### config.mk
export PLATFORM = sky130hd
export DESIGN_NAME = writedata_format
export DESIGN_NICKNAME = d
export VERILOG_FILES = /design/src/mips_pkg.sv /design/src/writedata_format.sv
export SDC_FILE = /design/constraint.sdc
export NUM_CORES = 1
export LEC_CHECK = 0
export ABC_CLOCK_PERIOD_IN_PS = 1500
export CORE_AREA = 2 2 67 69
export DETAILED_ROUTE_END_ITERATION = 10
export DIE_AREA = 0 0 69 71
export DONT_BUFFER_PORTS = 1
export GPL_TIMING_DRIVEN = 0
export SYNTH_ARGS = -nofsm -noshare
export SYNTH_HDL_FRONTEND = slang
export SYNTH_SLANG_ARGS = --single-unit
### constraint.sdc
create_clock -name vclk -period 1.5
set_input_delay 0.3 -clock vclk [all_inputs]
set_output_delay 0.3 -clock vclk [all_outputs]
set_load 0.01 [all_outputs]
### src/mips_pkg.sv
package mips_pkg;

    typedef logic [31:0] word_t;

    // decoded operation carried by each executed instruction
    typedef enum logic [3:0] {
        NOP,
        ALU,
        LW,
        LH,
        LHU,
        LB,
        LBU,
        SW,
        SH,
        SB,
        ERET,
        SYSCALL
    } decoded_op_t;

    // cp0 cause codes used by this stage
    typedef enum logic [4:0] {
        EXC_INT  = 5'd0,
        EXC_ADEL = 5'd4,
        EXC_ADES = 5'd5,
        EXC_SYS  = 5'd8
    } exc_code_t;

    typedef struct packed {
        logic        valid;
        decoded_op_t op;
        word_t       pc;
        // alu result, or effective address for loads and stores
        word_t       result;
        word_t       srcb;
        logic [4:0]  destreg;
        logic        regwrite;
        word_t       epc;
    } exec_data_t;

    typedef struct packed {
        exc_code_t code;
        word_t     pc;
        word_t     badvaddr;
    } exception_t;

    function automatic logic is_load(decoded_op_t op);
        return op inside {LW, LH, LHU, LB, LBU};
    endfunction

    function automatic logic is_store(decoded_op_t op);
        return op inside {SW, SH, SB};
    endfunction

    function automatic logic is_mem(decoded_op_t op);
        return is_load(op) | is_store(op);
    endfunction

endpackage

### src/writedata_format.sv
`timescale 1ns/1ps

module writedata_format (
    input  mips_pkg::exec_data_t slot,
    output logic [1:0]           size,
    output mips_pkg::word_t      wdata
);
    import mips_pkg::*;

    // size code 0 byte, 1 halfword, 2 word
    always_comb begin
        case (slot.op)
            SB, LB, LBU: size = 2'd0;
            SH, LH, LHU: size = 2'd1;
            default:     size = 2'd2;
        endcase
    end

    // store data copied into every lane, ram picks lanes by byte enable
    always_comb begin
        case (slot.op)
            SB:      wdata = {4{slot.srcb[7:0]}};
            SH:      wdata = {2{slot.srcb[15:0]}};
            default: wdata = slot.srcb;
        endcase
    end

endmodule
# Word-level counts from Yosys, hierarchy flattened
# Cells that the tools add are included.
[word_totals]
ff_bits = 0
latch_bits = 0
ram_bits = 0
mem_bits_ro = 0
input_bits = 139
out_inout_bits = 34
wordCells = 10
mem_count = 0
[op_classes]
n_addsub = 0
multipliers = 0
div_mod_pow = 0
n_lt_le_gt_ge = 0
n_eq_ne = 6
shift = 0
mux = 2
bitwise = 0
reduce_logical = 2
[op_table]
columns = ["op", "count"]
rows = [
  ["case mux 32 bit (2 select lines)", 1],
  ["equality test 4 x 3 -> 1 bit, second input constant", 3],
  ["equality test 4 bit, second input constant", 2],
  ["OR reduction 3 bit", 2],
  ["equality test 4 x 2 -> 1 bit, second input constant", 1],
  ["case mux 2 bit (2 select lines)", 1],
]

# Longest topological paths before layout
[logic_depth]
depth_word = 3
mapped_depth = 3
depth_no_buf = 2

# Worst setup path after synthesis
# OpenSTA, ideal clock, no wires.
[synth_timing]
path_kind = "in2out"
start = "input port slot[135] in the netlist's numbering"
end = "output port wdata[16]"
arrival_time_ns = 1.168
required_ns = 1.200
setup_slack_ns = 0.032
cell_stages = 3
path_buffers = 1
path_cell_list = "nor3b_4 -> buf_8 -> mux2_2"
[synth_between]
elab_chain_len = 2
[synth_lines]
columns = ["item", "line", "rtl"]
rows = [
  ["start: declaration", "writedata_format.sv:4", "input mips_pkg::exec_data_t slot,"],
  ["equality test 4 bit", "writedata_format.sv:21", "case (slot.op)"],
  ["case mux 32 bit (2 select lines) (*)", "writedata_format.sv:21", ""],
  ["end: declaration", "writedata_format.sv:6", "output mips_pkg::word_t wdata"],
]
# Mark *: on every way between the ends. The rest lies on a longest branch, timed or not.

# Worst setup path in the final report
[layout_timing]
start = "input port slot[136] in the netlist's numbering"
end = "output port wdata[12]"
# Same word-level chain as after synthesis.

==> flow_summary.toml <==
[status]
status = "complete, no violations"

[sta]
max-slew-margin-rel_pct = 71.66
fin_hold_ws_ns = 0.6930
fin_setup_tns_ns = 0
finalHoldViolCount = 0
rsz0062_at_grt = "no"
setup_viol = 0
fin_crit_sh_pct = 94.89
worst_slew_pin_slew_ns = 0.4215
max_freq_mhz = 702.6
slew_viol_final = 0
period_needed_ns = 1.423

[layout]
drive_gt1_share_pct = 92.16
syn_to_final_growth_pct = 14.18
nNetsFinal = 192
register_area_sq_um = 0
final_cell_mix = "mux2_2 (32), buf_4 (11)"
final_core_util_pct = 14.37
n_antenna_cell = 0
clock_buffers = 0
nFillCells = 483
layout_commonest_cell = "mux2_2"
design_area_sq_um = 604.3
design.seq.count = 0

[die]
ios = 173
die_width_um = 69
die_h_um = 71
dieArea_sq_um = 4899
initial_utilization_pct = 12.59
rows = 24
core_sq_um = 4204

[worst_setup_path]
cp_slowest_cell = "mux2_2"
crit_path_start_kind = "input pin"
cp_slowest_stage_delay_ns = 0.39
crit_start = "slot[136]"
cp.required_ns = 1.20
critPathTopFamily = "multiplexers"
critPathCaptureType = "output port"
cp_cell_sequence = "and4bb_1 -> buf_4 -> mux2_2"
critPathKind = "in -> out"
arrival_ns = 1.12
cp_num_buf_inv = 1
cp_max_fo = 8

[power]
p_leak_nw = 0.2046
clockPowerShare_pct = 0
p_seq_share_pct = 0
power.total_mw = 0.1629
p_int_mw = 0.08817
p_switching_mw = 0.07475
p_sw_share_pct = 45.88
pwr-share-comb_pct = 100.0
vdd_drop_max_uv = 65.14
pwr_density_cell_nw_per_um2 = 269.6

[synthesis]
syn_inst = 50
synthesis.nets = 189
synthDistinctLibCells = 11
synth.avg_cell_area_sq_um = 10.59
synth_area_sq_um = 529.3
yosysWarnings = 0
synth_top_area_cell = "mux2_2"
yosysSeqAreaShare_pct = 0
synth_area_leaders = "mux2_2 (68%), buf_4 (13%), nor3b_4 (3.5%), nand4bb_2 (3.1%), buf_8 (2.8%)"
netlist.area_leader.share_pct = 68.09

[min_path]
min-delay-path-class = "in -> out"
holdPathStages = 1
holdPathEnd = "wdata[4]"
hp-start = "slot[42]"

[placement]
portBuffers = 0
routabilityCongestion = 0.6177
dpl_cell_area_sq_um = 594.3
hpwl_mm = 1.459

[global_routing]
grt-busiest-layer = "met2"
met2_usage_pct = 12.39
grt_usage_pct = 5.823
grt_use_met1_pct = 5.812
grt_pass1_vias = 419
grt_max_degree = 11
globalRouteOverflowTotal = 0
antenna_found_initial = 0
grt_pass1_wl_mm = 2.263
gr-usage-met3_pct = 1.709

[route]
detail_route.vias_per_cell = 4.136
vias = 426
first_iter_violations = 1
routedWlPerCell_um = 15.83
routed_wl_mm = 1.631
first_pass_iters = 2
final_antenna_net_count = 0
drc = 0

[run]
maxCapViolCount = 0

[cts]
cts_hold_buf = 0
[power groups by stage]
stage / Combinational, mW / Sequential [mW] / Clock (mW)
floorplan: 0.147 / 0 / 0
global placement: 0.164 / 0 / 0
detailed placement: 0.164 / 0 / 0
CTS: 0.166 / 0 / 0
global route: 0.174 / 0 / 0
finish: 0.163 / 0 / 0
[routing by layer]
layer | routed length (um) | part of all wire [%] | vias up
met5 | 0 | 0 | -
met4 | 0 | 0 | 0
met3 | 200 | 12 | 0
met2 | 906 | 56 | 43
met1 | 525 | 32 | 199
li1 | - | - | 184
[worst max path at each step]
stage,endpoint,slack [ns],cells past startpoint
floorplan,wdata[16],0.03,3
global placement,wdata[16],-0.12,3
detailed placement,wdata[16],-0.15,3
CTS,wdata[23],0.07,3
global route,wdata[23],0.04,3
finish,wdata[12],0.08,3
[area by class of cell]
cell class | count | area, sq um | share of cell area (%)
plain buffers | 11 | 90.09 | 14.91
multi-input cells | 39 | 441.7 | 73.08
well taps | 52 | 65.06 | 10.77
repair buffers | 1 | 7.507 | 1.242
[cells by family after synthesis]
group | after synthesis | share of synthesized area (%)
AOI/OAI and AO/OA | 2 | 3.546
xor gates and xnor gates | 1 | 1.655
buffers and inverters | 11 | 16.55
muxes | 32 | 68.09
and+or+nand+nor | 4 | 10.17
[metrics by stage]
stage	setup WS [ns]	instances
2_1_floorplan	0.03153	50
3_3_place_gp	-0.1201	102
3_5_place_dp	-0.1488	102
4_1_cts	0.06594	103
5_1_grt	0.03501	103
6_report	0.07672	103
[synthesized netlist by cell type]
library cell / instances
mux2_2: 32
buf_8: 1
nor3b_4: 1
and4bb_1: 1
o31ai_1: 1
buf_4: 9
xnor2_1: 1
o221a_2: 1
buf_2: 1
nand4bb_2: 1
nand2b_1: 1
[repair_timing]
item,CTS,global route
hold endpoints to repair,0,0
resized for setup,1,0
setup buffers,1,0
endpoints found under the setup margin,11,0
Power figures use the tool's default switching activity.
