### src/mips_pkg.sv
package mips_pkg;

    typedef logic [31:0] word_t;

    // decoded operation carried by each executed instruction
    typedef enum logic [3:0] {
        NOP,
        ALU,
        LW,
        LH,
        LHU,
        LB,
        LBU,
        SW,
        SH,
        SB,
        ERET,
        SYSCALL
    } decoded_op_t;

    // cp0 cause codes used by this stage
    typedef enum logic [4:0] {
        EXC_INT  = 5'd0,
        EXC_ADEL = 5'd4,
        EXC_ADES = 5'd5,
        EXC_SYS  = 5'd8
    } exc_code_t;

    typedef struct packed {
        logic        valid;
        decoded_op_t op;
        word_t       pc;
        // alu result, or effective address for loads and stores
        word_t       result;
        word_t       srcb;
        logic [4:0]  destreg;
        logic        regwrite;
        word_t       epc;
    } exec_data_t;

    typedef struct packed {
        exc_code_t code;
        word_t     pc;
        word_t     badvaddr;
    } exception_t;

    function automatic logic is_load(decoded_op_t op);
        return op inside {LW, LH, LHU, LB, LBU};
    endfunction

    function automatic logic is_store(decoded_op_t op);
        return op inside {SW, SH, SB};
    endfunction

    function automatic logic is_mem(decoded_op_t op);
        return is_load(op) | is_store(op);
    endfunction

endpackage

### src/readdata_format.sv
`timescale 1ns/1ps

module readdata_format (
    input  mips_pkg::word_t       rd,
    input  logic [1:0]            addr_low,
    input  mips_pkg::decoded_op_t op,
    output mips_pkg::word_t       data
);
    import mips_pkg::*;

    logic [7:0]  lane_b;
    logic [15:0] lane_h;

    always_comb begin
        case (addr_low)
            2'd0:    lane_b = rd[7:0];
            2'd1:    lane_b = rd[15:8];
            2'd2:    lane_b = rd[23:16];
            default: lane_b = rd[31:24];
        endcase
    end

    // halfword alignment already checked upstream
    assign lane_h = addr_low[1] ? rd[31:16] : rd[15:0];

    always_comb begin
        case (op)
            LB:      data = {{24{lane_b[7]}}, lane_b};
            LBU:     data = {24'd0, lane_b};
            LH:      data = {{16{lane_h[15]}}, lane_h};
            LHU:     data = {16'd0, lane_h};
            default: data = rd;
        endcase
    end

endmodule

### config.mk
export PLATFORM = sky130hd
export DESIGN_NAME = readdata_format
export DESIGN_NICKNAME = d
export VERILOG_FILES = /design/src/mips_pkg.sv /design/src/readdata_format.sv
export SDC_FILE = /design/constraint.sdc
export NUM_CORES = 1
export LEC_CHECK = 0
export BUFFER_PORTS_ARGS = -buffer_cell sky130_fd_sc_hd__buf_4
export CAP_MARGIN = 20
export CORE_MARGIN = 2
export CORE_UTILIZATION = 38
export DETAILED_ROUTE_END_ITERATION = 8
export PLACE_DENSITY = 0.81
export SLEW_MARGIN = 20
export SYNTH_ARGS = -nofsm -noshare
export SYNTH_HDL_FRONTEND = slang
export SYNTH_SLANG_ARGS = --single-unit
export TNS_END_PERCENT = 1
### constraint.sdc
create_clock -name vclk -period 1.43
set_clock_uncertainty 0.2 [all_clocks]
set_input_delay 0.0715 -clock vclk [all_inputs]
set_output_delay 0.0715 -clock vclk [all_outputs]
set_load 0.01 [all_outputs]
======== Yosys cells after proc, flatten, opt, wreduce, memory -nomap -nowiden ========
Index checks and enable logic that the tools add are counted.
word-level totals
  bits in registers ....................... 0
  bits in latches ......................... 0
  RAM bits ................................ 0
  ROM bits ................................ 0
  output and inout port bits .............. 32
  memories kept ........................... 0
cells by class
  add/subtract/negate cells ............... 0
  multiply operators ...................... 0
  divide/modulo/power cells ............... 0
  magnitude comparators ................... 0
  eq/ne operators ......................... 6
  shifts and indexed selects .............. 0
  multiplexer cells ....................... 3
  bitwise gates (word level) .............. 0
  reductions and logical operators ........ 1
operator list
  operator                                                         number
  32-bit one-hot mux with 4 select lines                           1
  8-bit one-hot mux with 3 select lines                            1
  16-bit two-way mux                                               1
  4-bit by 3-bit == test with 1-bit output, second input constant  3
  4-bit by 2-bit == test with 1-bit output, second input constant  1
  2-bit by 1-bit == test with 1-bit output, second input constant  1
  2-bit == test, second input constant                             1
  2-bit logical NOT                                                1

======== Depth between registers and ports, before layout ========
  word-level depth ........................ 3
  depth in mapped cells ................... 6
  mapped depth without buffers ............ 4

======== Worst setup path before layout ========
No wires, ideal clock.
  kind .................................... input port to output port
  from .................................... input port addr_low[0]
  to ...................................... output port data[16]
  data arrival time ....................... 1322 ps
  required time ........................... 1158 ps
  slack ................................... -164 ps
  stages on the path ...................... 6
  path buffers ............................ 2
  path through ............................ buf_6 mux4_2 nand4b_4 a21boi_4 buf_6 nand2_1
on the way
  longest elaborated chain between the ends .. 3
  elaborated cells between the ends (all ways) .. 5
  classes of those cells .................. eq/ne (2); mux (2); reduce/logical (1)
ends and longest elaborated chain
  item                                      line                   RTL
  from (decl)                               readdata_format.sv:5   input logic [1:0] addr_low,
  2-bit == test (tied with other cells)     readdata_format.sv:15  case (addr_low)
  8-bit one-hot mux with 3 select lines *   readdata_format.sv:15
  32-bit one-hot mux with 4 select lines *  readdata_format.sv:27  case (op)
  to (decl)                                 readdata_format.sv:7   output mips_pkg::word_t data
Mark *: on every way between the ends. The rest lies on a longest branch, timed or not.

======== Worst setup path after layout ========
  from .................................... input port addr_low[0]
  to ...................................... output port data[24]
The elaborated chain is that of the path after synthesis.

==> results.toml <==
[detailed_routing]
antenna_left = 0
drt_iter0_markers = 18
drt-total-wl_mm = 3.975
routed-via-count = 1356
routed_via_density = 5.770
drcViolationCount = 0
wl_per_cell_um = 16.91
drtPass1Iterations = 4

[floorplanning]
num_rows = 17
die_w_um = 51.91
core_area_sq_mm = 0.002191
ios = 70
fp.dieH_um = 51.91
dieArea_sq_mm = 0.002694
start_util_pct = 39.81

[synth]
yosysTopAreaCellShare_pct = 21.09
syn_inst = 111
yosys.cell_count.top_type = "nand2_1"
seq_area_frac_synth_pct = 0
avgSynthCellArea_sq_um = 7.857
synth_top_area_cell = "mux4_1"
ys_top_cells_by_count = "nand2_1 (34), a21oi_1 (14), nor2_1 (9)"
synthTopCellsByArea = "mux4_1 (21%), nand2_1 (15%), mux2_2 (10%)"
syn_area_sq_um = 872.1
ys_warn_count = 0
syn-num-nets = 149
synth.distinct_cells = 27

[critical_path]
crit_fanout = 8
endpoint_kind = "primary output"
arrival_ns = 1.38
criticalPathCategory = "input pin to primary output"
required_ns = 1.16
worstSetupStartpointType = "input pin"

[layout]
drive_above_1_share_pct = 70.05
fin_cells = 235
regArea_sq_um = 0
nFillCells = 138
clkbuf_count = 0
antenna_cells = 0
area_delta_synth_final_pct = 106.3
seq_cells = 0
final_nets = 247

[pwr]
p_leak_nw = 0.9426
ir_worst_vdd_mv = 0.2366
power_density_mw_per_mm2 = 388.8

[place]
gp_congestion = 0.8172
place_ws_ns = -0.3201
place_inst = 235
numPortBuffers = 70
dp.final_hpwl_mm = 2.904

[sta]
period_share_pct = 115.2
rsz0062_at_grt = "true"
slew_violations = 0
period_needed_ns = 1.647
fmax_mhz = 607.0
hold_viol = 0
tightest_slew_ns = 0.3226
setup_ws_ns = -0.2174
setup_viol_count_final = 32
tns_ns = -4.909
max-slew-margin-rel_pct = 78.45

[global_route]
grt_remaining_overflow = 0
grt_pass1_vias = 1371
grt_first_pass_wirelength_mm = 6.147
grt_max_degree = 21
antenna_found_initial = 0
grt_usage_pct = 29.59

[clock_network]
cts_hold_buffers = 0
post_cts_buffers = 0

[job]
drv_cap = 0

[hold_path]
hold_class = "input pin to primary output"

[outcome]
status = "finished, violations left"
violations = "setup timing"
## worst paths after layout
kind                   startpoint       end  slack [ns]  cells after the start
worst max-delay path  addr_low[0]  data[24]       -0.22                      7
worst min-delay path       rd[31]  data[31]        0.22                      4
## through the flow
stage,hold slack (ns),power (W),util (%),instance area (sq um)
after floorplan,0.05812,0.0002656,-,872.1
after global placement,0.2315,0.0005925,75.16,1647
after detailed placement,0.2335,0.0006088,75.16,1647
after CTS,0.2165,0.0006824,81.21,1779
after global routing,0.2358,0.0007437,82.12,1799
final,0.2232,0.0006996,82.12,1799
## where the power goes
group          internal, W  total [W]  switching [W]
clock network            0          0              0
registers                0          0              0
logic             0.000407   0.000700       0.000293
total             0.000407   0.000700       0.000293
## what timing repair did
action,in CTS,in global routing
endpoints found under the hold margin,0,0
pin swaps,9,2
endpoints found under the setup margin,32,32
resized for setup,50,6
## logic make-up (layout without fill, tap and decap cells)
family / after synthesis / in the layout / synth area share (%)
AOI/OAI and AO/OA: 30 / 30 / 26.26
xor gates and xnor gates: 1 / 1 / 1.004
buffers and inverters: 7 / 103 / 7.172
muxes: 16 / 16 / 34.00
and+or+nand+nor: 57 / 57 / 31.56
## layout by cell type (no fill, tap or decap), types with 2 or more instances in the layout
cell	Yosys	routed
buf_4	0	77
nand2_1	34	25
buf_6	3	22
a21oi_1	14	11
nor2_1	9	9
nand2_2	0	9
mux4_2	1	8
mux2_2	8	8
a221o_1	8	8
and3_4	0	5
a21oi_2	0	3
and3_1	7	2
buf_12	0	2
## worst max-delay path: stages
cell and delay [ns]:
buf_8 0.08, mux4_2 0.54, nand4b_4 0.12, a21boi_4 0.20, buf_6 0.17, nand2_2 0.07, buf_6 0.11
## cell type report
type	instances	area (sq um)	share of cell area, %
Timing Repair Buffer	103	908.4	50.49
Tap cell	28	35.03	1.947
Multi-Input combinational cell	104	855.8	47.57
## layer usage
metal	global-route usage [%]	vias to the layer above	share of wire, %
met5	0	-	0
met4	10.53	0	2.0
met3	1.724	8	6.0
met2	53.59	71	54
met1	36.52	659	38
li1	-	618	-
Note: power is estimated with default switching activity, not from simulation.
