==> src/mips_pkg.sv <==
package mips_pkg;

    typedef logic [31:0] word_t;

    // decoded operation carried by each executed instruction
    typedef enum logic [3:0] {
        NOP,
        ALU,
        LW,
        LH,
        LHU,
        LB,
        LBU,
        SW,
        SH,
        SB,
        ERET,
        SYSCALL
    } decoded_op_t;

    // cp0 cause codes used by this stage
    typedef enum logic [4:0] {
        EXC_INT  = 5'd0,
        EXC_ADEL = 5'd4,
        EXC_ADES = 5'd5,
        EXC_SYS  = 5'd8
    } exc_code_t;

    typedef struct packed {
        logic        valid;
        decoded_op_t op;
        word_t       pc;
        // alu result, or effective address for loads and stores
        word_t       result;
        word_t       srcb;
        logic [4:0]  destreg;
        logic        regwrite;
        word_t       epc;
    } exec_data_t;

    typedef struct packed {
        exc_code_t code;
        word_t     pc;
        word_t     badvaddr;
    } exception_t;

    function automatic logic is_load(decoded_op_t op);
        return op inside {LW, LH, LHU, LB, LBU};
    endfunction

    function automatic logic is_store(decoded_op_t op);
        return op inside {SW, SH, SB};
    endfunction

    function automatic logic is_mem(decoded_op_t op);
        return is_load(op) | is_store(op);
    endfunction

endpackage

==> src/commit.sv <==
`timescale 1ns/1ps

module commit (
    input  logic                  clk,
    input  logic                  reset,
    input  mips_pkg::exec_data_t  stage_slot1,
    input  mips_pkg::exec_data_t  stage_slot0,
    input  logic                  stage_full,
    input  logic                  first_cycle,
    input  mips_pkg::exec_data_t  checked1,
    input  mips_pkg::exec_data_t  checked0,
    input  logic                  exc_valid1,
    input  mips_pkg::exception_t  exc_data1,
    input  logic                  exc_valid0,
    input  mips_pkg::exception_t  exc_data0,
    input  logic [1:0]            size1,
    input  mips_pkg::word_t       wdata1,
    input  logic [1:0]            size0,
    input  mips_pkg::word_t       wdata0,
    input  mips_pkg::word_t       load_data,
    input  mips_pkg::word_t       dmem_rd,
    input  logic                  dmem_data_ok,
    output logic                  finish,
    output logic                  dmem_en,
    output logic                  dmem_wt,
    output mips_pkg::word_t       dmem_addr,
    output mips_pkg::word_t       dmem_wd,
    output logic [1:0]            dmem_size,
    output mips_pkg::decoded_op_t op_sel,
    output logic                  commit_valid,
    output mips_pkg::exec_data_t  out_slot1,
    output mips_pkg::exec_data_t  out_slot0,
    output logic                  exception_valid,
    output mips_pkg::exception_t  exception_data,
    output logic                  is_eret,
    output mips_pkg::word_t       redirect_pc
);
    import mips_pkg::*;

    logic       mem_slot1;
    logic       eret1;
    logic       eret0;
    logic       mask;
    logic       exc0_live;
    logic       mem_req;
    logic       req_out;
    word_t      load_value;
    exec_data_t merged1;
    exec_data_t merged0;

    // older slot owns the memory port when it is a memory op
    assign mem_slot1 = is_mem(stage_slot1.op);

    // younger slot is dropped behind an exception or eret
    assign eret1 = checked1.valid & (checked1.op == ERET);
    assign mask = exc_valid1 | eret1;
    assign eret0 = ~mask & checked0.valid & (checked0.op == ERET);
    assign exc0_live = ~mask & exc_valid0;

    // checked ops are nop on exception, so a faulting access never goes out
    assign mem_req = mem_slot1 ? is_mem(checked1.op) : (~mask & is_mem(checked0.op));
    assign dmem_en = stage_full & mem_req;
    assign op_sel = mem_slot1 ? checked1.op : checked0.op;
    assign dmem_wt = is_store(op_sel);
    assign dmem_addr = mem_slot1 ? stage_slot1.result : stage_slot0.result;
    assign dmem_wd = mem_slot1 ? wdata1 : wdata0;
    assign dmem_size = mem_slot1 ? size1 : size0;

    // request outstanding for the pair now held
    always_ff @(posedge clk) begin
        if (reset) begin
            req_out <= 1'b0;
        end else begin
            req_out <= dmem_en & ~finish;
        end
    end

    // data_ok seen in a first cycle belongs to the previous pair
    assign finish = first_cycle ? ~dmem_en : (~dmem_en | (dmem_data_ok & req_out));
    assign commit_valid = stage_full & finish;

    // whole words skip the lane extractor
    assign load_value = (op_sel == LW) ? dmem_rd : load_data;

    always_comb begin
        merged1 = checked1;
        merged0 = checked0;
        if (is_load(checked1.op)) begin
            merged1.result = load_value;
        end
        if (is_load(checked0.op)) begin
            merged0.result = load_value;
        end
    end

    assign out_slot1 = commit_valid ? merged1 : '0;
    assign out_slot0 = (commit_valid & ~mask) ? merged0 : '0;

    assign exception_valid = commit_valid & (exc_valid1 | exc0_live);
    assign exception_data = !commit_valid ? '0 :
                            exc_valid1    ? exc_data1 :
                            exc0_live     ? exc_data0 : '0;
    assign is_eret = commit_valid & (eret1 | eret0);

    always_comb begin
        if (exception_valid) begin
            redirect_pc = exception_data.pc;
        end else if (is_eret) begin
            redirect_pc = eret1 ? checked1.epc : checked0.epc;
        end else begin
            redirect_pc = '0;
        end
    end

endmodule

==> config.mk <==
export PLATFORM = sky130hd
export DESIGN_NAME = commit
export DESIGN_NICKNAME = d
export VERILOG_FILES = /design/src/mips_pkg.sv /design/src/commit.sv
export SDC_FILE = /design/constraint.sdc
export NUM_CORES = 1
export LEC_CHECK = 0
export ABC_AREA = 1
export ABC_CLOCK_PERIOD_IN_PS = 2000
export BUFFER_PORTS_ARGS = -buffer_cell sky130_fd_sc_hd__buf_2
export CORE_AREA = 2 2 504 506
export DETAILED_ROUTE_END_ITERATION = 10
export DIE_AREA = 0 0 506 508
export SLEW_MARGIN = 40
export SYNTH_ARGS = -nofsm -noshare
export SYNTH_HDL_FRONTEND = slang
export SYNTH_SLANG_ARGS = --single-unit
==> constraint.sdc <==
create_clock -name clk -period 2 [get_ports clk]
set_clock_uncertainty 0.1 [all_clocks]
set_input_delay 0.4 -clock clk [delete_from_list [all_inputs] [get_ports clk]]
set_output_delay 0.4 -clock clk [all_outputs]
set_load 0.01 [all_outputs]
---- Word level (Yosys, flattened, before mapping) ----
Index checks and enable logic that the tools add are counted.
operators by class
  equality and inequality tests ........... 30
  multiplexer cells ....................... 17
  bitwise operators ....................... 22
  reduce and logical (&&, ||, !) cells .... 7
operators by type and width
  cell                                                                    number
  139-bit 2-to-1 mux                                                      2
  32-bit 2-to-1 mux                                                       8
  69-bit 2-to-1 mux                                                       3
  4-bit by 3-bit equality test with 1-bit output (second input constant)  13
  4-bit equality test (second input constant)                             10
  4-bit by 2-bit equality test with 1-bit output (second input constant)  7
  5-bit nonzero test                                                      3
  1-bit AND                                                               12
  3-bit nonzero test                                                      4
  1-bit bitwise OR                                                        7
  4-bit 2-to-1 mux                                                        1
  1-bit NOT                                                               3
  1-bit 2-to-1 mux                                                        2
  2-bit 2-to-1 mux                                                        1
storage, ports and cells
  bits in registers ....................... 1
  input port bits ......................... 833
  output and inout bits ................... 455
  word-level logic and storage cells ...... 77

---- Logic depth before layout (Yosys ltp) ----
  depth after elaboration ................. 14
  mapped depth ............................ 13
  mapped depth without buffers ............ 11

---- Least setup slack after synthesis ----
No wires, ideal clock.
  path type ............................... input port to output port
  from .................................... input stage_slot1[135] in the netlist's numbering
  to ...................................... output out_slot0[72] in the netlist's numbering
  arrival time ............................ 1.717 ns
  data required time ...................... 1.500 ns
  path slack .............................. -0.217 ns
  cell stages on the path ................. 10
  path buffers ............................ 1
  cell sequence ........................... o21ai_2 > nand2_2 > nand2_1 > nand2_1 > nor2_2 > buf_2 > nand3_1 > nand2_1 > nor2_1 > nor2_1
RTL lines
  element          line          RTL
  start, declared  commit.sv:6   input mips_pkg::exec_data_t stage_slot1,
  end, declared    commit.sv:32  output mips_pkg::exec_data_t out_slot0,

==> reports/qor.txt <==
Port Buffers: 1076
RSZ-0062 raised after global routing: true
Top-count cell post-synth: nand2_1
Rel. slew slack: 0.5152
Fin area: 22890 um2
Area fraction of the dominant cell type after synthesis: 0.2851
Worst Path Max Fanout: 9
Max_cap viols: 0
Die Span X: 506 um
Fin. max-slew vios: 0
Syn Std Cell Area: 6755 um2
Worst skew pair latency: 0 ns
Vias in the first global route: 15384
Initial Util: 0.02677
Post-synth top flop: dfxtp_1
EDFF count, synth: 0
Vias per cell: 2.729
# fillers: 29744
Cells after Synth: 1649
Final setup margin: -0.7440 ns
Drt initial violations: 757
Worst setup SP type: primary input
Synth Net Count: 2482
Top post-synthesis cells by count: nand2_1, nor2_1, inv_1
LEAKAGE: 11.35 nW
Power, Total: 0.006923 W
Seq/Total Area, Yosys: 0.002964
Fin. Hold Viols: 0
Largest net degree at the start of global routing: 70
Hold crit path type: primary input to flop
FFs w/ async S/R, synth: 0
Fin crit period: 2.744 ns
Critical Path RT: 1.50 ns
Die area: 257000 um2
Initial antenna violation count: 332
Most flops, register: req_out
GP Congestion: 1.037
CP arrival: 2.24 ns
HPWL Detailed: 197300 um
Clk pin slew, worst setup/hold paths: 0.01 ns
I/O pin count: 1288
Synth area leader: nand2_1
Drt pass-1 iters: 5
Area of the multi-input gates: 7277 um2
Total grt overflow: 0
Fin crit share: 1.372
Post-synth cell types: 29
Max VDD drop: 0.1603 mV
Area Growth Syn to Fin: 238.8%
Rows: 185
Main area contributors after synthesis: nand2_1, nor2_1, inv_1
Slew @ Worst Pin: 0.7272 ns
Sequential cell area: 20.02 um2
Max Fclk: 364.4 MHz
Global Route Usage Sum: 0.1629
Total negative setup slack: -257.57 ns
Core area: 252300 um2
First-pass GRT wire length: 250500 um
Largest regs: req_out (1)
Die H: 508 um
CP Class: primary input to primary output
Routed Antenna Nets: 0
CP endpoint kind: primary output
Area post-placement: 18140 um2
Status: complete, but fails checks
DRC: 0
Violated checks: setup timing
Total Wirelength: 223800 um
Synth warnings: 0
Endpoints failing setup: 454
Vias: 17059
Nets: 3662
Max reg flops: 1
Layout cell share with drive strength beyond 1: 0.6056
Yosys reg bits: 1
Pwr/cell area: 302.5 nW/um2
Routed wire per std cell: 35.79 um
Average size of a mapped cell: 4.097 um2
## cell type report
cell class	instances	area share
well taps	3366	0.1840
inverters	317	0.05527
multi-input cells	1214	0.3179
repair buffers	1295	0.4355
flip-flops and latches	1	0.0008747
diodes	59	0.006451
## worst paths after layout
kind | startpoint | end | slack, ns | cells after the start
max | checked1[136] | out_slot1[93] | -0.74 | 13
min | reset | req_out | 0.46 | 2
max reg2reg | req_out | req_out | 0.42 | 6
min reg2reg | req_out | req_out | 1.27 | 6
## worst max-delay path, stage by stage
cell and delay (ns):
buf_12 0.12, buf_8 0.12, nor2_4 0.16, xor2_4 0.21, a21boi_4 0.09, nand3_4 0.12
nand2_8 0.10, buf_16 0.18, buf_16 0.17, nor2_4 0.27, nand2_2 0.10, inv_2 0.06
buf_6 0.10
## power by group
part | internal (W) | switching [W] | leakage, nW
clock network | 0.00000000339 | 0 | 0.000393
registers | 0.0000215 | 0.000000225 | 0.00820
logic | 0.00262 | 0.00429 | 11.3
total | 0.00264 | 0.00429 | 11.3
## logic make-up (layout without fill, tap and decap cells)
family,Yosys count,in the layout,share of synthesized area
buffers and inverters,435,1612,0.2554
XOR/XNOR,1,1,0.001297
AO/OA/AOI/OAI,109,109,0.08316
flip-flops,1,1,0.002964
AND/OR/NAND/NOR,1103,1104,0.6572
other,0,59,0
## routing by layer
metal  wire length, um  global-route usage  vias up
met5               144                   0        -
met2             97300              0.2676     1596
met4             10970             0.04084       22
met3             18950             0.05045      740
li1                  -                   -     7322
met1             96400              0.2053     7379
## stage by stage
stage / cells / setup slack (ns) / hold WS [ns] / utilization
floorplan: 1649 / -0.09206 / 0.3724 / -
global placement: 6096 / -1.393 / 0.4655 / 0.07189
detailed placement: 6096 / -1.366 / 0.4626 / 0.07189
CTS: 6164 / -0.7544 / 0.4638 / 0.08496
global route: 6233 / -0.8045 / 0.4727 / 0.09053
finish: 6252 / -0.7440 / 0.4589 / 0.09072
## cells in the final DEF (no fill, tap or decap), types with 6 or more instances in the layout
master / netlist / final
buf_2: 50 / 911
nand2_1: 513 / 413
inv_1: 314 / 283
nor2_1: 441 / 261
buf_4: 0 / 119
buf_6: 4 / 116
nor2_2: 2 / 98
nor2_4: 2 / 86
buf_12: 0 / 79
nand4_1: 64 / 64
diode_2: 0 / 59
nand2_2: 3 / 52
nand2_4: 0 / 43
a21oi_1: 71 / 37
nand3_4: 0 / 36
buf_16: 0 / 33
nand3_1: 72 / 29
a21oi_2: 0 / 26
inv_2: 2 / 21
o21ai_1: 3 / 16
buf_8: 0 / 13
clkbuf_16: 0 / 11
nand2_8: 0 / 9
a21oi_4: 0 / 8
nand3_2: 1 / 8
o21ai_0: 30 / 8
clkbuf_4: 0 / 7
clkinvlp_4: 0 / 6
bufbuf_16: 0 / 6
## repair_timing
action,CTS,global route
endpoints found under the setup margin,455,456
setup buffers,40,18
gates cloned,30,12
hold buffers,0,0
resized for setup,560,261
pin swaps,65,73
Power figures use the tool's default switching activity.
