--- config.mk ---
export PLATFORM = sky130hd
export DESIGN_NAME = commit_stage_reg
export DESIGN_NICKNAME = d
export VERILOG_FILES = /design/src/mips_pkg.sv /design/src/commit_stage_reg.sv
export SDC_FILE = /design/constraint.sdc
export NUM_CORES = 1
export LEC_CHECK = 0
export BUFFER_PORTS_ARGS = -buffer_cell sky130_fd_sc_hd__buf_2
export CAP_MARGIN = 10
export CORE_AREA = 3 3 220 222
export DETAILED_ROUTE_END_ITERATION = 16
export DIE_AREA = 0 0 223 225
export GPL_ROUTABILITY_DRIVEN = 0
export PLACE_DENSITY = 0.51
export SKIP_LAST_GASP = 1
export SYNTH_ARGS = -nofsm -noshare
export SYNTH_HDL_FRONTEND = slang
export SYNTH_SLANG_ARGS = --single-unit
--- constraint.sdc ---
create_clock -name clk -period 7.4 [get_ports clk]
set_input_delay 0.74 -clock clk [delete_from_list [all_inputs] [get_ports clk]]
set_output_delay 0.74 -clock clk [all_outputs]
set_load 0.02 [all_outputs]
--- src/mips_pkg.sv ---
package mips_pkg;

    typedef logic [31:0] word_t;

    // decoded operation carried by each executed instruction
    typedef enum logic [3:0] {
        NOP,
        ALU,
        LW,
        LH,
        LHU,
        LB,
        LBU,
        SW,
        SH,
        SB,
        ERET,
        SYSCALL
    } decoded_op_t;

    // cp0 cause codes used by this stage
    typedef enum logic [4:0] {
        EXC_INT  = 5'd0,
        EXC_ADEL = 5'd4,
        EXC_ADES = 5'd5,
        EXC_SYS  = 5'd8
    } exc_code_t;

    typedef struct packed {
        logic        valid;
        decoded_op_t op;
        word_t       pc;
        // alu result, or effective address for loads and stores
        word_t       result;
        word_t       srcb;
        logic [4:0]  destreg;
        logic        regwrite;
        word_t       epc;
    } exec_data_t;

    typedef struct packed {
        exc_code_t code;
        word_t     pc;
        word_t     badvaddr;
    } exception_t;

    function automatic logic is_load(decoded_op_t op);
        return op inside {LW, LH, LHU, LB, LBU};
    endfunction

    function automatic logic is_store(decoded_op_t op);
        return op inside {SW, SH, SB};
    endfunction

    function automatic logic is_mem(decoded_op_t op);
        return is_load(op) | is_store(op);
    endfunction

endpackage

--- src/commit_stage_reg.sv ---
`timescale 1ns/1ps

module commit_stage_reg (
    input  logic                 clk,
    input  logic                 reset,
    input  logic                 in_valid,
    input  mips_pkg::exec_data_t in_slot1,
    input  mips_pkg::exec_data_t in_slot0,
    input  logic                 finish,
    output logic                 in_ready,
    output mips_pkg::exec_data_t stage_slot1,
    output mips_pkg::exec_data_t stage_slot0,
    output logic                 stage_full,
    output logic                 first_cycle
);

    logic accept;

    // room when empty or the held pair leaves this cycle
    assign in_ready = ~stage_full | finish;
    assign accept = in_valid & in_ready;

    always_ff @(posedge clk) begin
        if (reset) begin
            stage_full <= 1'b0;
            first_cycle <= 1'b0;
        end else begin
            if (accept) begin
                stage_full <= 1'b1;
            end else if (finish) begin
                stage_full <= 1'b0;
            end
            first_cycle <= accept;
        end
    end

    // pair stays stable until commit finishes
    always_ff @(posedge clk) begin
        if (accept) begin
            stage_slot1 <= in_slot1;
            stage_slot0 <= in_slot0;
        end
    end

endmodule

## After elaboration in Yosys (flattened, before gate mapping)

Cells that the tools add are included.

| storage, ports and cells | value |
|---|---|
| bits in latches | 0 |
| memory bits (writable) | 0 |
| memories kept | 0 |
| bits in read-only memories | 0 |
| flip-flop bits (word level) | 280 |
| output and inout port bits | 281 |
| bits of input ports | 282 |

| operators by class | value |
|---|---|
| magnitude comparators | 0 |
| muxes and demuxes | 2 |
| add/sub/neg operators | 0 |
| bitwise logic cells | 3 |
| reductions and logical operators | 1 |
| equal/unequal tests | 0 |
| divide/modulo/power cells | 0 |
| multiply operators | 0 |
| shift-type cells | 0 |

Operator list:

| operator | count |
|---|---|
| 1-bit two-way mux | 2 |
| 2-bit nonzero test | 1 |
| 1-bit bitwise AND | 1 |
| 1-bit inverter | 1 |
| 1-bit bitwise OR | 1 |

## Longest topological paths before layout

Gate-level depths: netlist of run 1.

| depth | value |
|---|---|
| word-level depth | 4 |
| gate-level depth with buffers | 2 |
| depth with buffers taken out | 2 |

## Least setup slack after synthesis of run 1

Ideal clock, no wire load.

| timing path | value |
|---|---|
| path type | input to register |
| start | input port finish |
| end | register stage_slot0[0] in the netlist's numbering, enable pin |
| data arrival time | 7.233 ns |
| setup slack | -0.508 ns |
| required time | 6.725 ns |
| stages on the path | 2 |
| setup time | 0.675 ns |
| path through | nand2b_4 -> and2_1 |

| between the ends | value |
|---|---|
| word-level cells in the longest chain between the ends | 2 |

RTL lines:

| what | line | text |
|---|---|---|
| from (decl) | commit_stage_reg.sv:9 | `input logic finish,` |
| 1-bit bitwise OR | commit_stage_reg.sv:20 | `assign in_ready = ~stage_full \| finish;` |
| 1-bit bitwise AND | commit_stage_reg.sv:21 | `assign accept = in_valid & in_ready;` |
| net accept | commit_stage_reg.sv:17 | `logic accept;` |
| to (signal assigned) | commit_stage_reg.sv:41 | `stage_slot0 <= in_slot0;` |
| to (decl) | commit_stage_reg.sv:12 | `output mips_pkg::exec_data_t stage_slot0,` |

The timed path passes the listed nets, and every way through them passes these cells.
A chain may end at the register's enable or synchronous reset.

## Worst setup path after layout of run 1

| timing path | value |
|---|---|
| start | register stage_full |
| end | register stage_slot0[51] in the netlist's numbering, enable pin |

| between the ends | value |
|---|---|
| word-level cells in the longest chain between the ends | 3 |

RTL lines:

| what | line | text |
|---|---|---|
| from (decl) | commit_stage_reg.sv:13 | `output logic stage_full,` |
| from (signal assigned) | commit_stage_reg.sv:25 | `stage_full <= 1'b0;` |
| from (signal assigned) | commit_stage_reg.sv:29 | `stage_full <= 1'b1;` |
| from (signal assigned) | commit_stage_reg.sv:31 | `stage_full <= 1'b0;` |
| 1-bit inverter | commit_stage_reg.sv:20 |  |
| 1-bit bitwise OR | commit_stage_reg.sv:20 |  |
| 1-bit bitwise AND | commit_stage_reg.sv:21 |  |
| net accept | commit_stage_reg.sv:17 |  |

The timed path passes the listed nets, and every way through them passes these cells.

==> results.yml, run 1 <==
synthesis:
  synthAdderAreaFrac_pct: 0
  synthSimpleGateAreaFrac_pct: 0.386
  syn_nets: 567
  synthCells: 285
  yosys_warnings: 0
  synth-xor-area-share_pct: 0
  ys_seq_area_share_pct: 99.5
  muxShareOfSynthArea_pct: 0
  netlist_area_sq_mm: 0.00843
  synth_cell_types: 7
  synth_top_family_by_area: "simple AND/OR/NAND/NOR gates"
  avgSynthCellArea_sq_um: 29.6
  synth_seq_cells: 280
  synth_compound_area_share_pct: 0.0594
cts:
  cts-buffers-inserted: 31
  cts_tree: "yes"
  cts.hold.buffers_added: 0
  cts_setup_buffers: 0
  root_buffer: "clkbuf_16"
  numClockSinks: 280
  htree_levels: 1
  clk_pin_slew_ns: 0.06
  cts_resized: 0
  insertion_delay_ns: 0.55
  cts_buffer_depth: 3
drt:
  wl_microns: 24600
  dr.pass1.iters: 4
  num_vias: 5197
  wire_per_inst_microns: 16.2
  drc: 0
  ant_nets: 0
  drt-vias-per-instance: 3.43
  drt_iter0_drc: 145
worst_setup_path:
  cp-endpoint: "stage_slot0[51]"
  cp_data_arrival_time_ns: 2.53
  worstSetupPathDepth: 3
  critPathMaxFanout: 74
  slowest_delay_ns: 0.83
  worstReg2RegEnd: "stage_slot0[51]"
  crit_path_start: "stage_full"
  crit_buf_inv: 1
  r2r_start: "stage_full"
  cp_cell_sequence: "nand2b_4 -> and2_4 -> buf_4"
  r2r_slack_ns: 5.04
  cp-end-kind: "register"
  critPathKind: "reg2reg"
  crit_family: "buffers and inverters"
  rr_worst_depth: 3
  critPathRequiredTime_ns: 7.57
  critPathLaunchType: "register"
  cp_slowest_cell: "buf_4"
floorplanning:
  die_h_microns: 225
  fp-row-count: 79
  initial_core_util_pct: 18.1
  die_area_sq_mm: 0.0502
  die_w_microns: 223
  ios: 563
  fp.coreArea_sq_mm: 0.0466
place:
  port_buffers: 562
  placed_cell_area_sq_mm: 0.0120
  dpl_worst_slack_ns: 4.48
  place.detailed.hpwl_microns: 19100
sta:
  fin_tns_setup_ns: 0
  maxSlewViolCount: 0
  maxSlewHeadroom_pct: 36.1
  worst_clock_skew_ns: 0.00641
  fin_crit_sh_pct: 31.9
  finalHoldViolations: 0
  rsz0062_at_grt: "false"
  fmax_ghz: 0.423
  worst_pin_slew_ns: 0.958
  hold_slack_ns: 0.359
  setup_viol: 0
  fin_ws_ns: 5.04
  min_period_ns: 2.36
pwr:
  power_leakage_nw: 5.43
  finalPower_w: 0.00367
  peakVddDrop_mv: 0.226
  p_per_area_mw_per_mm2: 282
grt:
  first_global_vias: 5538
  track_usage_pct: 8.98
  grt_pass1_wl_microns: 34100
  grt-ovfl-total: 0
  grt_max_degree: 150
  antenna_found_initial: 6
run_status:
  outcome: "complete, no violations"
layout:
  stdcell_area_sq_mm: 0.0130
  area_growth_pct: 54.3
  nets: 1164
  layout-drive-gt1-share_pct: 67.4
min_path:
  min_path_type: "in2reg"
run:
  max_cap_viol_count: 0
cell usage after synthesis:
master    number  area share, %
edfxtp_1     278             99
dfxtp_1        2           0.48
a21oi_1        1          0.059
and2_1         1          0.074
inv_1          1          0.044
nand2b_4       1           0.16
nor3b_2        1           0.15
per-stage QoR:
step	utilization, %	std cells
floorplan	-	285
global placement	25.8	1456
detailed placement	25.8	1456
CTS	27.9	1513
global route	27.9	1514
finish	27.9	1514
power breakdown:
part / switching, W / internal (W) / total (W)
sequential: 0.0000230 / 0.00186 / 0.00188
combinational: 0.000214 / 0.000111 / 0.000325
clock: 0.000598 / 0.000863 / 0.00146
total: 0.000835 / 0.00283 / 0.00367
registers in the layout (all words and copies together), names as in the netlist:
| name | count |
|---|---|
| stage_slot0 | 139 |
| stage_slot1 | 139 |
| first_cycle | 1 |
| stage_full | 1 |
worst min-delay path by stage:
stage | startpoint | endpoint | slack (ns) | cells past startpoint
after floorplan | stage_full | stage_full | 0.63 | 2
after global placement | stage_full | stage_full | 0.50 | 2
after detailed placement | stage_full | stage_full | 0.52 | 2
after CTS | in_slot0[113] | stage_slot0[113] | 0.31 | 1
after global routing | in_slot1[3] | stage_slot1[3] | 0.31 | 1
final | in_slot1[138] | stage_slot1[138] | 0.36 | 1
layer usage:
metal | wire [microns] | share of wire [%] | track usage (%)
met1 | 8490 | 35 | 9.48
met2 | 12700 | 52 | 15.9
met3 | 2620 | 11 | 3.65
met4 | 733 | 3.0 | 3.67
met5 | 52 | 0.21 | 0
cell families after synthesis:
| logic type | after synthesis |
|---|---|
| compound gates | 1 |
| buf+inv | 1 |
| flops | 280 |
| simple gates | 3 |
worst register-to-register path, stage by stage, from the launching register on:
cell	delay (ns)
dfxtp_1	0.33
nand2b_4	0.08
and2_4	0.61
buf_4	0.87
layout make-up:
| class | instances | area (sq um) |
|---|---|---|
| Sequential cell | 280 | 8390 |
| Multi-Input combinational cell | 4 | 40.0 |
| Tap cell | 607 | 759 |
| Fill cell | 4766 | 33600 |
| Timing Repair Buffer | 564 | 2840 |
| Inverter | 1 | 3.75 |
| Clock buffer | 34 | 787 |
| Antenna cell | 1 | 2.50 |
| Clock inverter | 23 | 184 |
layout by cell type (no fill, tap or decap):
cell          n
clkbuf_16    31
clkinvlp_4    1
nor3b_2       1
and2_4        1
buf_2       562
bufinv_16     3
dfxtp_1       2
buf_4         1
diode_2       1
clkinv_1     10
inv_1         1
buf_12        1
clkinv_2      8
clkbuf_1      3
nand2b_4      1
edfxtp_1    278
clkinv_4      1
a21oi_1       1
Power figures use the tool's default switching activity.
==> run 2, diff against run 1 <==
==> constraint.sdc (replaced) <==
create_clock -name clk -period 2 [get_ports clk]
set_input_delay 0.2 -clock clk [delete_from_list [all_inputs] [get_ports clk]]
set_output_delay 0.2 -clock clk [all_outputs]
set_load 0.02 [all_outputs]
==> run 2 against run 1 <==
Compared with the run above:
- wire length rose by 18%
- total power increased to 3.8 times the previous value
- setup slack lost 4.5 ns
- non-clock buffer count increased by 300
- cell area grew 23%
- critical endpoint is now stage_slot0[27]
==> results.yml, run 2 (synthesis results as in run 1) <==
sta:
  fmax_ghz: 0.680
  maxSlewViolCount: 0
  fin_crit_sh_pct: 73.6
  worst_pin_slew_ns: 0.452
  rsz0062_at_grt: "false"
  fin_tns_setup_ns: 0
  finalHoldViolations: 0
  setup_viol: 0
  maxSlewHeadroom_pct: 69.9
  worst_clock_skew_ns: 0.00692
  min_period_ns: 1.47
drt:
  wire_per_inst_microns: 16.0
  ant_nets: 0
  drt_iter0_drc: 229
  num_vias: 6376
  drc: 0
  dr.pass1.iters: 4
  wl_microns: 28900
  drt-vias-per-instance: 3.52
pwr:
  p_switching_w: 0.00322
  p_per_area_mw_per_mm2: 882
  p_sw_share_pct: 22.8
  power_leakage_nw: 6.71
  seqPwrFrac_pct: 49.3
  pwr-share-clk_pct: 38.5
  peakVddDrop_mv: 0.710
  pwr-share-comb_pct: 12.2
  finalPower_w: 0.0141
  internal_power_w: 0.0109
grt:
  track_usage_pct: 10.8
  grt_pass1_wl_microns: 41800
  antenna_found_initial: 1
  grt-ovfl-total: 0
  grt_max_degree: 79
  first_global_vias: 7250
cts:
  numClockSinks: 280
  cts_setup_buffers: 0
  cts_buffer_depth: 3
  cts_tree: "yes"
  htree_levels: 1
  cts-buffers-inserted: 30
  insertion_delay_ns: 0.55
  root_buffer: "clkbuf_16"
  clk_pin_slew_ns: 0.06
  cts.hold.buffers_added: 281
  cts_resized: 0
worst_setup_path:
  critPathKind: "reg2reg"
  cp-end-kind: "register"
  rr_worst_depth: 4
  critPathRequiredTime_ns: 2.24
  cp_data_arrival_time_ns: 1.71
  r2r_start: "stage_full"
  critPathMaxFanout: 21
  worstReg2RegEnd: "stage_slot0[27]"
  critPathLaunchType: "register"
  r2r_slack_ns: 0.53
floorplanning:
  die_area_sq_mm: 0.0502
  initial_core_util_pct: 18.1
  ios: 563
  fp-row-count: 79
  die_h_microns: 225
  die_w_microns: 223
  fp.coreArea_sq_mm: 0.0466
place:
  place.detailed.hpwl_microns: 21100
  port_buffers: 562
  dp_cells: 1475
run:
  max_cap_viol_count: 0
layout:
  reg.largest.list: "stage_slot0: 139 flops, stage_slot1: 139 flops"
  final_common_cell: "buf_2"
  area.sequential_sq_mm: 0.00839
  multi_input_area_sq_um: 40.0
  area_growth_pct: 89.7
  fillers: 4455
  nets: 1463
  final_cell_mix: "562 x buf_2, 281 x dlygate4sd3_1, 278 x edfxtp_1, 31 x clkbuf_16, 18 x buf_4"
  layout-drive-gt1-share_pct: 52.5
  instances_no_fill: 1813
run_status:
  outcome: "complete, no violations"
min_path:
  holdPathStages: 3
  worstHoldStart: "finish"
  min_path_type: "in2reg"
  hold_end: "first_cycle"
## run 2: power groups by stage
stage	sequential [W]	clock, W	combinational (W)
after global routing	0.00699	0.00582	0.00184
after detailed placement	0.00708	0	0.00130
after floorplan	0.00754	0	0.000108
final	0.00696	0.00543	0.00172
after CTS	0.00696	0.00563	0.00174
after global placement	0.00708	0	0.00129
## run 2: through the flow
step / hold slack (ns) / utilization (%) / setup slack [ns] / cell area, sq um
2_1_floorplan: 0.259 / - / -0.881 / 8440
3_3_place_gp: 0.376 / 26.2 / 0.546 / 12200
3_5_place_dp: 0.378 / 26.2 / 0.518 / 12200
4_1_cts: 0.0133 / 34.3 / 0.511 / 16000
5_1_grt: 0.0480 / 34.4 / 0.481 / 16000
6_report: 0.0607 / 34.4 / 0.529 / 16000
## run 2: cell type report
cell class,count,share of cell area (%)
Sequential cell,280,52.5
Inverter,1,0.0235
Antenna cell,1,0.0156
Timing Repair Buffer,864,36.4
Multi-Input combinational cell,4,0.250
Clock buffer,38,5.01
Clock inverter,18,1.09
Tap cell,607,4.75
## run 2: worst max-delay path by stage
stage | depth (start not counted) | start | slack, ns | end
floorplan | 2 | stage_full | -0.88 | stage_slot0[0]
global placement | 5 | finish | 0.55 | stage_slot0[133]
detailed placement | 4 | stage_full | 0.52 | stage_slot0[133]
CTS | 4 | stage_full | 0.51 | stage_slot0[27]
global route | 4 | stage_full | 0.48 | stage_slot0[133]
finish | 4 | stage_full | 0.53 | stage_slot0[27]
## run 2: critical path, cell delays in order (launching register included)
cell	delay (ns)
dfxtp_4	0.35
nand2b_4	0.08
and2_4	0.24
buf_12	0.19
buf_4	0.27
## run 2: routing by layer
layer / track usage (%) / share of wire [%] / routed length, microns / vias up
met5: 0 / 0 / 0 / -
met4: 4.31 / 3.2 / 925 / 0
met3: 3.87 / 9.4 / 2720 / 53
met2: 19.5 / 51 / 14800 / 336
met1: 11.6 / 36 / 10400 / 3018
li1: - / - / - / 2969
